===== src/mac_frame_gen_pkg.sv =====
package mac_frame_gen_pkg;

    // widths with a meaning of their own
    typedef logic [7:0]  byte_t;     // one byte on the wire
    typedef logic [47:0] mac_addr_t; // dest / src address
    typedef logic [15:0] len_type_t; // length or ethertype
    typedef logic [31:0] crc_t;      // crc register and fcs
    typedef logic [15:0] index_t;    // byte index inside a frame field

    // bit 0 selects the fill byte, bit 1 drops the padding
    typedef enum logic [1:0] {
        MODE_NORMAL       = 2'd0, // stored payload, zero pad to minimum
        MODE_FIXED        = 2'd1, // fill byte over padded length
        MODE_NO_PAD       = 2'd2, // stored payload only
        MODE_FIXED_NO_PAD = 2'd3  // fill byte over stored length
    } payload_mode_t;

    typedef enum logic [2:0] {
        ST_IDLE     = 3'd0,
        ST_PREAMBLE = 3'd1, // 7x 0x55 then sfd
        ST_HEADER   = 3'd2, // dest, src, len/type
        ST_PAYLOAD  = 3'd3, // payload field incl. padding
        ST_FCS      = 3'd4  // crc, lsb first
    } frame_state_t;

    // frame constants
    localparam byte_t  PREAMBLE_BYTE   = 8'h55;
    localparam byte_t  SFD_BYTE        = 8'hD5;
    localparam integer PREAMBLE_LEN    = 8;  // sfd counted in
    localparam integer HEADER_LEN      = 14; // 6 + 6 + 2
    localparam integer MIN_PAYLOAD_LEN = 46;
    localparam integer FCS_LEN         = 4;

    // ieee 802.3 crc-32, bit reversed form for lsb-first shifting
    localparam crc_t   CRC_POLY_REFL   = 32'hEDB88320;
    localparam crc_t   CRC_INIT        = 32'hFFFFFFFF;

    // top level defaults
    localparam integer DEFAULT_PAYLOAD_LEN = 20;
    localparam byte_t  DEFAULT_FILL_BYTE   = 8'h55;

endpackage

===== src/mac_frame_gen.sv =====
module mac_frame_gen #(
    parameter integer                   PAYLOAD_LEN = mac_frame_gen_pkg::DEFAULT_PAYLOAD_LEN,
    parameter mac_frame_gen_pkg::byte_t FILL_BYTE   = mac_frame_gen_pkg::DEFAULT_FILL_BYTE
) (
    input  logic                                       clk,
    input  logic                                       i_rst_n,
    input  logic                                       i_start,
    input  mac_frame_gen_pkg::mac_addr_t               i_dest_addr,
    input  mac_frame_gen_pkg::mac_addr_t               i_src_addr,
    input  mac_frame_gen_pkg::len_type_t               i_len_type,
    input  mac_frame_gen_pkg::byte_t [PAYLOAD_LEN-1:0] i_payload,
    input  mac_frame_gen_pkg::payload_mode_t           i_mode,
    output mac_frame_gen_pkg::byte_t                   o_data,
    output logic                                       o_valid,
    output logic                                       o_done
);

    import mac_frame_gen_pkg::*;

    logic   load;          // capture payload and mode
    index_t payload_index;
    index_t field_len;     // padded or raw length
    byte_t  payload_byte;
    logic   crc_init;
    logic   crc_en;
    byte_t  crc_byte;
    crc_t   fcs;

    frame_sequencer u_seq (
        .clk             (clk),
        .i_rst_n         (i_rst_n),
        .i_start         (i_start),
        .i_dest_addr     (i_dest_addr),
        .i_src_addr      (i_src_addr),
        .i_len_type      (i_len_type),
        .i_field_len     (field_len),
        .i_payload_byte  (payload_byte),
        .i_fcs           (fcs),
        .o_load          (load),
        .o_payload_index (payload_index),
        .o_crc_init      (crc_init),
        .o_crc_en        (crc_en),
        .o_crc_byte      (crc_byte),
        .o_data          (o_data),
        .o_valid         (o_valid),
        .o_done          (o_done)
    );

    payload_source #(
        .PAYLOAD_LEN (PAYLOAD_LEN),
        .FILL_BYTE   (FILL_BYTE)
    ) u_payload (
        .clk            (clk),
        .i_rst_n        (i_rst_n),
        .i_load         (load),
        .i_payload      (i_payload),
        .i_mode         (i_mode),
        .i_index        (payload_index),
        .o_field_len    (field_len),
        .o_payload_byte (payload_byte)
    );

    // fcs over header and payload field
    crc32_engine u_crc (
        .clk     (clk),
        .i_rst_n (i_rst_n),
        .i_init  (crc_init),
        .i_en    (crc_en),
        .i_byte  (crc_byte),
        .o_fcs   (fcs)
    );

endmodule


===== src/frame_sequencer.sv =====
module frame_sequencer (
    input  logic                         clk,
    input  logic                         i_rst_n,
    input  logic                         i_start,        // ignored unless idle
    input  mac_frame_gen_pkg::mac_addr_t i_dest_addr,
    input  mac_frame_gen_pkg::mac_addr_t i_src_addr,
    input  mac_frame_gen_pkg::len_type_t i_len_type,
    input  mac_frame_gen_pkg::index_t    i_field_len,    // from payload_source
    input  mac_frame_gen_pkg::byte_t     i_payload_byte, // byte at o_payload_index
    input  mac_frame_gen_pkg::crc_t      i_fcs,
    output logic                         o_load,
    output mac_frame_gen_pkg::index_t    o_payload_index,
    output logic                         o_crc_init,
    output logic                         o_crc_en,
    output mac_frame_gen_pkg::byte_t     o_crc_byte,
    output mac_frame_gen_pkg::byte_t     o_data,
    output logic                         o_valid,
    output logic                         o_done
);

    import mac_frame_gen_pkg::*;

    localparam integer HDR_W = HEADER_LEN * 8; // 112 bits

    frame_state_t           state_q;
    frame_state_t           state_d;
    index_t                 cnt_q;     // byte count within current phase
    index_t                 cnt_d;
    logic [HDR_W-1:0]       hdr_q;     // dest|src|len, shifted out msb first
    byte_t                  data_d;    // next o_data
    logic                   valid_d;
    logic                   done_d;
    logic                   start_ok;  // start seen while idle
    byte_t                  fcs_byte;  // fcs byte picked by cnt

    assign start_ok = (state_q == ST_IDLE) && i_start;

    // same pulse loads the payload and resets the crc
    assign o_load     = start_ok;
    assign o_crc_init = start_ok;

    assign o_payload_index = cnt_q; // only looked at in ST_PAYLOAD

    assign fcs_byte = i_fcs[{cnt_q[1:0], 3'b000} +: 8]; // lsb first

    // next state and next output byte
    always_comb begin
        state_d = state_q;
        cnt_d   = cnt_q + index_t'(1);
        data_d  = 8'h00;
        valid_d = 1'b0;
        done_d  = 1'b0;
        case (state_q)
            ST_IDLE: begin
                cnt_d = '0;
                if (i_start) begin
                    state_d = ST_PREAMBLE;
                    cnt_d   = index_t'(1); // byte 0 goes out now
                    data_d  = PREAMBLE_BYTE;
                    valid_d = 1'b1;
                end
            end
            ST_PREAMBLE: begin
                valid_d = 1'b1;
                if (cnt_q == index_t'(PREAMBLE_LEN - 1)) begin
                    data_d  = SFD_BYTE; // last preamble slot
                    state_d = ST_HEADER;
                    cnt_d   = '0;
                end else begin
                    data_d = PREAMBLE_BYTE;
                end
            end
            ST_HEADER: begin
                valid_d = 1'b1;
                data_d  = hdr_q[HDR_W-1 -: 8];
                if (cnt_q == index_t'(HEADER_LEN - 1)) begin
                    state_d = ST_PAYLOAD;
                    cnt_d   = '0;
                end
            end
            ST_PAYLOAD: begin
                valid_d = 1'b1;
                data_d  = i_payload_byte;
                if (cnt_q == i_field_len - index_t'(1)) begin
                    state_d = ST_FCS;
                    cnt_d   = '0;
                end
            end
            ST_FCS: begin
                if (cnt_q == index_t'(FCS_LEN)) begin
                    // last fcs byte is on o_data this cycle
                    state_d = ST_IDLE;
                    cnt_d   = '0;
                    done_d  = 1'b1;
                end else begin
                    valid_d = 1'b1;
                    data_d  = fcs_byte;
                end
            end
            default: begin
                state_d = ST_IDLE; // unused encodings
                cnt_d   = '0;
            end
        endcase
    end

    // crc sees exactly what o_data gets for header and payload
    assign o_crc_en   = (state_q == ST_HEADER) || (state_q == ST_PAYLOAD);
    assign o_crc_byte = data_d;

    always_ff @(posedge clk or negedge i_rst_n) begin
        if (!i_rst_n) begin
            state_q <= ST_IDLE;
            cnt_q   <= '0;
            o_data  <= 8'h00;
            o_valid <= 1'b0;
            o_done  <= 1'b0;
        end else begin
            state_q <= state_d;
            cnt_q   <= cnt_d;
            o_data  <= data_d;
            o_valid <= valid_d;
            o_done  <= done_d; // one cycle, back in idle
        end
    end

    // header register, loaded on start and shifted a byte per header cycle
    always_ff @(posedge clk) begin
        if (start_ok) begin
            hdr_q <= {i_dest_addr, i_src_addr, i_len_type};
        end else if (state_q == ST_HEADER) begin
            hdr_q <= {hdr_q[HDR_W-9:0], 8'h00};
        end
    end

endmodule


===== src/payload_source.sv =====
module payload_source #(
    parameter integer                   PAYLOAD_LEN = 46,   // stored bytes, 1..1500
    parameter mac_frame_gen_pkg::byte_t FILL_BYTE   = 8'h00 // fixed mode pattern
) (
    input  logic                                     clk,
    input  logic                                     i_rst_n,
    input  logic                                     i_load,  // capture strobe
    input  mac_frame_gen_pkg::byte_t [PAYLOAD_LEN-1:0] i_payload, // byte 0 in low bits
    input  mac_frame_gen_pkg::payload_mode_t         i_mode,
    input  mac_frame_gen_pkg::index_t                i_index, // position in field
    output mac_frame_gen_pkg::index_t                o_field_len,
    output mac_frame_gen_pkg::byte_t                 o_payload_byte
);

    import mac_frame_gen_pkg::*;

    // field lengths for both padding choices
    localparam index_t RAW_LEN = index_t'(PAYLOAD_LEN);
    localparam index_t PAD_LEN = (PAYLOAD_LEN < MIN_PAYLOAD_LEN) ?
                                 index_t'(MIN_PAYLOAD_LEN) : index_t'(PAYLOAD_LEN);

    byte_t [PAYLOAD_LEN-1:0] payload_q; // snapshot of i_payload
    payload_mode_t           mode_q;
    logic                    use_fill;  // fill byte replaces data
    logic                    use_pad;   // stretch to 46 bytes

    always_ff @(posedge clk or negedge i_rst_n) begin
        if (!i_rst_n) begin
            mode_q <= MODE_NORMAL;
        end else if (i_load) begin
            mode_q <= i_mode;
        end
    end

    always_ff @(posedge clk) begin
        if (i_load) begin
            payload_q <= i_payload; // data only, control is above
        end
    end

    // mode decode, nowhere else looks at the mode
    always_comb begin
        case (mode_q)
            MODE_FIXED: begin
                use_fill = 1'b1;
                use_pad  = 1'b1;
            end
            MODE_NO_PAD: begin
                use_fill = 1'b0;
                use_pad  = 1'b0;
            end
            MODE_FIXED_NO_PAD: begin
                use_fill = 1'b1;
                use_pad  = 1'b0;
            end
            default: begin // normal
                use_fill = 1'b0;
                use_pad  = 1'b1;
            end
        endcase
    end

    assign o_field_len = use_pad ? PAD_LEN : RAW_LEN;

    always_comb begin
        if (use_fill) begin
            o_payload_byte = FILL_BYTE;          // pad bytes too
        end else if (i_index < RAW_LEN) begin
            o_payload_byte = payload_q[i_index]; // stored data
        end else begin
            o_payload_byte = 8'h00;              // zero padding
        end
    end

endmodule


===== src/crc32_engine.sv =====
module crc32_engine (
    input  logic                    clk,
    input  logic                    i_rst_n,
    input  logic                    i_init, // restart at all ones
    input  logic                    i_en,   // fold i_byte in
    input  mac_frame_gen_pkg::byte_t i_byte,
    output mac_frame_gen_pkg::crc_t  o_fcs   // ready to send
);

    import mac_frame_gen_pkg::*;

    crc_t crc_q;    // running remainder
    crc_t crc_next; // remainder after one more byte

    // byte enters at the low end, lsb first as on the wire
    always_comb begin
        crc_next = crc_q ^ {24'd0, i_byte};
        for (int b = 0; b < 8; b++) begin
            if (crc_next[0]) begin
                crc_next = (crc_next >> 1) ^ CRC_POLY_REFL; // feedback bit set
            end else begin
                crc_next = crc_next >> 1;
            end
        end
    end

    always_ff @(posedge clk or negedge i_rst_n) begin
        if (!i_rst_n) begin
            crc_q <= CRC_INIT;
        end else if (i_init) begin
            crc_q <= CRC_INIT; // init beats en on the same cycle
        end else if (i_en) begin
            crc_q <= crc_next;
        end
    end

    // final xor, held steady while fcs bytes go out
    assign o_fcs = ~crc_q;

endmodule


===== config.mk =====
export PLATFORM = sky130hd
export DESIGN_NAME = mac_frame_gen
export DESIGN_NICKNAME = d
export VERILOG_FILES = /design/src/mac_frame_gen_pkg.sv /design/src/mac_frame_gen.sv /design/src/frame_sequencer.sv /design/src/payload_source.sv /design/src/crc32_engine.sv
export SDC_FILE = /design/constraint.sdc
export NUM_CORES = 1
export LEC_CHECK = 0
export ABC_AREA = 1
export BUFFER_PORTS_ARGS = -buffer_cell sky130_fd_sc_hd__buf_2
export CAP_MARGIN = 0
export CORE_MARGIN = 2
export CORE_UTILIZATION = 55
export CTS_BUF_LIST = sky130_fd_sc_hd__clkbuf_4
export CTS_CLUSTER_DIAMETER = 80
export DETAILED_ROUTE_END_ITERATION = 6
export PLACE_DENSITY = 0.83
export SYNTH_ARGS = -nofsm -noshare
export SYNTH_HDL_FRONTEND = slang
export SYNTH_HIERARCHICAL = 1
export SYNTH_SLANG_ARGS = --single-unit

===== constraint.sdc =====
create_clock -name clk -period 15.25 [get_ports clk]
set_input_delay 1.525 -clock clk [delete_from_list [all_inputs] [get_ports clk]]
set_output_delay 1.525 -clock clk [all_outputs]
set_load 0.03 [all_outputs]

==> impl_metrics.json <==
{
  "clockBufferDepth": 3,
  "drive_gt1_share_pct": 25.5,
  "cts-root-buf": "clkbuf_4",
  "antenna_left": 0,
  "setup_violations": 0,
  "track_usage_pct": 27.3,
  "synth_top_area_cell": "edfxtp_1",
  "port_buffers": 286,
  "cp.required_ns": 15.85,
  "ir_drop_uv": 82.7,
  "setup-tns-final_ns": 0,
  "drc_errors": 0,
  "grt_setup_unrepaired": "no",
  "status": "completed",
  "relSlewSlack_pct": 23.0,
  "synth_edf_count": 272,
  "die_w_um": 176,
  "hp-class": "register to register",
  "grt_pass1_vias": 13300,
  "die_y_um": 176,
  "start_kind": "register",
  "htreeDepth": 3,
  "period_share_pct": 27.5,
  "finalCriticalPeriod_ns": 4.19,
  "synth_area_leaders": "edfxtp_1 (50%), nand2_1 (16%), dfstp_2 (5.2%)",
  "seq_power_share_pct": 42.2,
  "synth_top_area_share_pct": 50.1,
  "dp_slack_ns": 10.45,
  "end_kind": "register",
  "switchingPower_uw": 872,
  "die-area_um2": 31100,
  "rows": 63,
  "grt_first_pass_wirelength_um": 66300,
  "power_frac_comb_pct": 26.7,
  "start_util_pct": 55.5,
  "avgRoutedWirePerCell_um": 16.7,
  "crit_arrival_ns": 4.80,
  "synth-main-ff-cell": "edfxtp_1",
  "area_growth_pct": 17.0,
  "async_reset_ff_share_pct": 18.8,
  "ys_seq_elements": 335,
  "clk_latency_ns": 0.72,
  "postCtsSetupBuffers": 0,
  "leakagePower_uw": 0.00862,
  "place_congestion": 0.883,
  "avgViaCountPerCell": 5.27,
  "cts_resized": 0,
  "syn_inst": 1744,
  "num_vias": 13400,
  "internal_power_uw": 1640,
  "cts_tree": "done",
  "maxSlewViolCount": 0,
  "antenna_found_initial": 21,
  "synth_area_um2": 16300,
  "swShare_pct": 34.7,
  "grt_start_max_net_pins": 224,
  "coreArea_um2": 29400,
  "cp_max_fo": 48,
  "max_freq_ghz": 0.238,
  "holdBufCountCts": 0,
  "clkPwrFrac_pct": 31.1,
  "drt_iter0_drc": 1169,
  "worstSetupPathType": "register to register",
  "path_clk_slew_ns": 0.06,
  "setup_ws_ns": 11.06,
  "dp_hpwl_um": 28200,
  "wl_um": 42400,
  "cts_buffers": 89,
  "clkSinkCount": 335,
  "dr.pass1.iters": 6,
  "ios": 287,
  "maxCapViolations": 0,
  "ys_types": 47,
  "ys_seq_area_share_pct": 60.0,
  "tightest_slew_ns": 1.16,
  "nNetsFinal": 2345,
  "yosys_warnings": 6,
  "hold_violations": 0,
  "finalClockSkew_ns": 0.0696,
  "powerDensity_nw_per_um2": 132,
  "syn_area_per_cell_um2": 9.36,
  "grt_overflow": 0
}
## metrics by stage
stage	utilization [%]	power [uW]	instances	hold slack, ns	cell area, um^2
5_1_grt	64.9	2650	2542	0.490	19100
6_report	64.9	2510	2546	0.487	19100
3_3_place_gp	60.9	1720	2363	0.468	17900
2_1_floorplan	-	1550	1754	0.451	16400
3_5_place_dp	60.9	1730	2363	0.477	17900
4_1_cts	64.8	2520	2526	0.484	19000
## cell usage in the layout (no fill, tap or decap), types with 2 or more instances in the layout
master      synthesis  final
edfxtp_1          272    272
nor2_4              3      3
ha_1                4      4
nor3_1              3      3
nand2_1           694    694
and2_1              2      2
clkinv_2            0      5
a21oi_1            29     29
nand3b_1            5      5
nor3_2              5      4
conb_1              2     12
xnor2_1            10     10
o22ai_1            12     12
nand2_2            21     21
nor2_2             10     10
buf_2              16    286
nor2_1            109    109
dfrtp_1            31     29
o21ai_1            10     10
buf_4              23     11
nand2_4            10     10
clkinv_1            1     27
xor2_1             41     41
nand4_1            10     10
nand3_1           142    142
diode_2             0     20
a22oi_1             8      8
clkinvlp_4          0      2
a32oi_1             3      3
o21ai_0            59     58
or2_2               2      2
inv_6               1      4
clkbuf_4            0    126
inv_1             107    107
o221ai_1            2      2
dfstp_2            32     32
inv_2              15     15
## worst max-delay path, cell delays in order (launching register included)
cell and delay (ns):
dfrtp_2 0.43, buf_4 0.53, inv_1 0.39, ha_1 0.33, a31oi_2 0.61, nor2_4 0.13
nand3_1 0.17, nand3_1 0.25, inv_1 0.16, nand2_1 0.06, nand2_1 0.18, nand2_1 0.08
nand2_1 0.17, nand2_1 0.09, nand2_2 0.11, nand2_2 0.09, nand3_1 0.07, nand3_1 0.08
nand2_1 0.10, inv_1 0.04
## cell families (layout without fill, tap and decap cells)
group | after synthesis | after routing | synth area share [%]
and+or+nand+nor | 1020 | 1020 | 26.4
DFF | 335 | 335 | 60.0
buffers and inverters | 204 | 586 | 5.97
AOI/OAI and AO/OA | 126 | 126 | 4.26
xor gates and xnor gates | 53 | 53 | 3.01
adders and majority gates | 4 | 4 | 0.307
other | 2 | 32 | 0.0460
## area by class of cell
class / instances / area (um^2)
well taps: 390 / 488
fillers: 2305 / 10300
clock buffers: 126 / 946
diodes: 20 / 50.0
multi-input cells: 1215 / 5610
flip-flops and latches: 335 / 9790
inverters: 125 / 478
clock inverters: 37 / 193
repair buffers: 298 / 1530
## routing by layer
layer / wire length, um / track usage (%) / vias up
li1: - / - / 6418
met1: 16300 / 33.4 / 6237
met2: 20900 / 44.8 / 643
met3: 3850 / 7.58 / 111
met4: 1430 / 13.4 / 4
met5: 26 / 0 / -
## sequential cells by signal (all words and copies together) (netlist names)
| register | cells |
|---|---|
| u_payload/payload_q | 160 |
| u_seq/hdr_q | 112 |
| u_crc/crc_q | 32 |
| u_seq/o_payload_index | 16 |
| u_seq/o_data | 8 |
| u_seq/state_q | 3 |
| u_payload/mode_q | 2 |
| u_seq/o_done | 1 |
| u_seq/o_valid | 1 |
## power groups by stage
stage          registers [uW]  logic, uW  clock network [uW]
3_3_place_gp             1080        640                   0
2_1_floorplan            1080        475                   0
5_1_grt                  1060        742                 847
6_report                 1060        672                 781
3_5_place_dp             1080        654                   0
4_1_cts                  1060        659                 799
## cell usage after synthesis (11+ instances only)
cell type	count
a21oi_1	29
buf_2	16
buf_4	23
buf_6	11
clkbuf_1	27
dfrtp_1	31
dfstp_2	32
edfxtp_1	272
inv_1	107
inv_2	15
nand2_1	694
nand2_2	21
nand3_1	142
nor2_1	109
o21ai_0	59
o22ai_1	12
xor2_1	41
## worst paths after layout
kind / from / endpoint / slack, ns / depth (start not counted)
setup / recovery: u_seq/o_payload_index[1] / u_crc/crc_q[20] / 11.06 / 19
hold / removal: u_crc/crc_q[24] / u_crc/crc_q[24] / 0.49 / 2
setup reg to reg: u_seq/o_payload_index[1] / u_crc/crc_q[20] / 11.06 / 19
hold reg to reg: u_crc/crc_q[24] / u_crc/crc_q[24] / 0.49 / 2
max in group asynchronous: i_rst_n / u_seq/o_payload_index[0] / 13.62 / 2
min in group asynchronous: i_rst_n / u_seq/state_q[0] / 1.02 / 2
(Power assumes the default switching activity.)
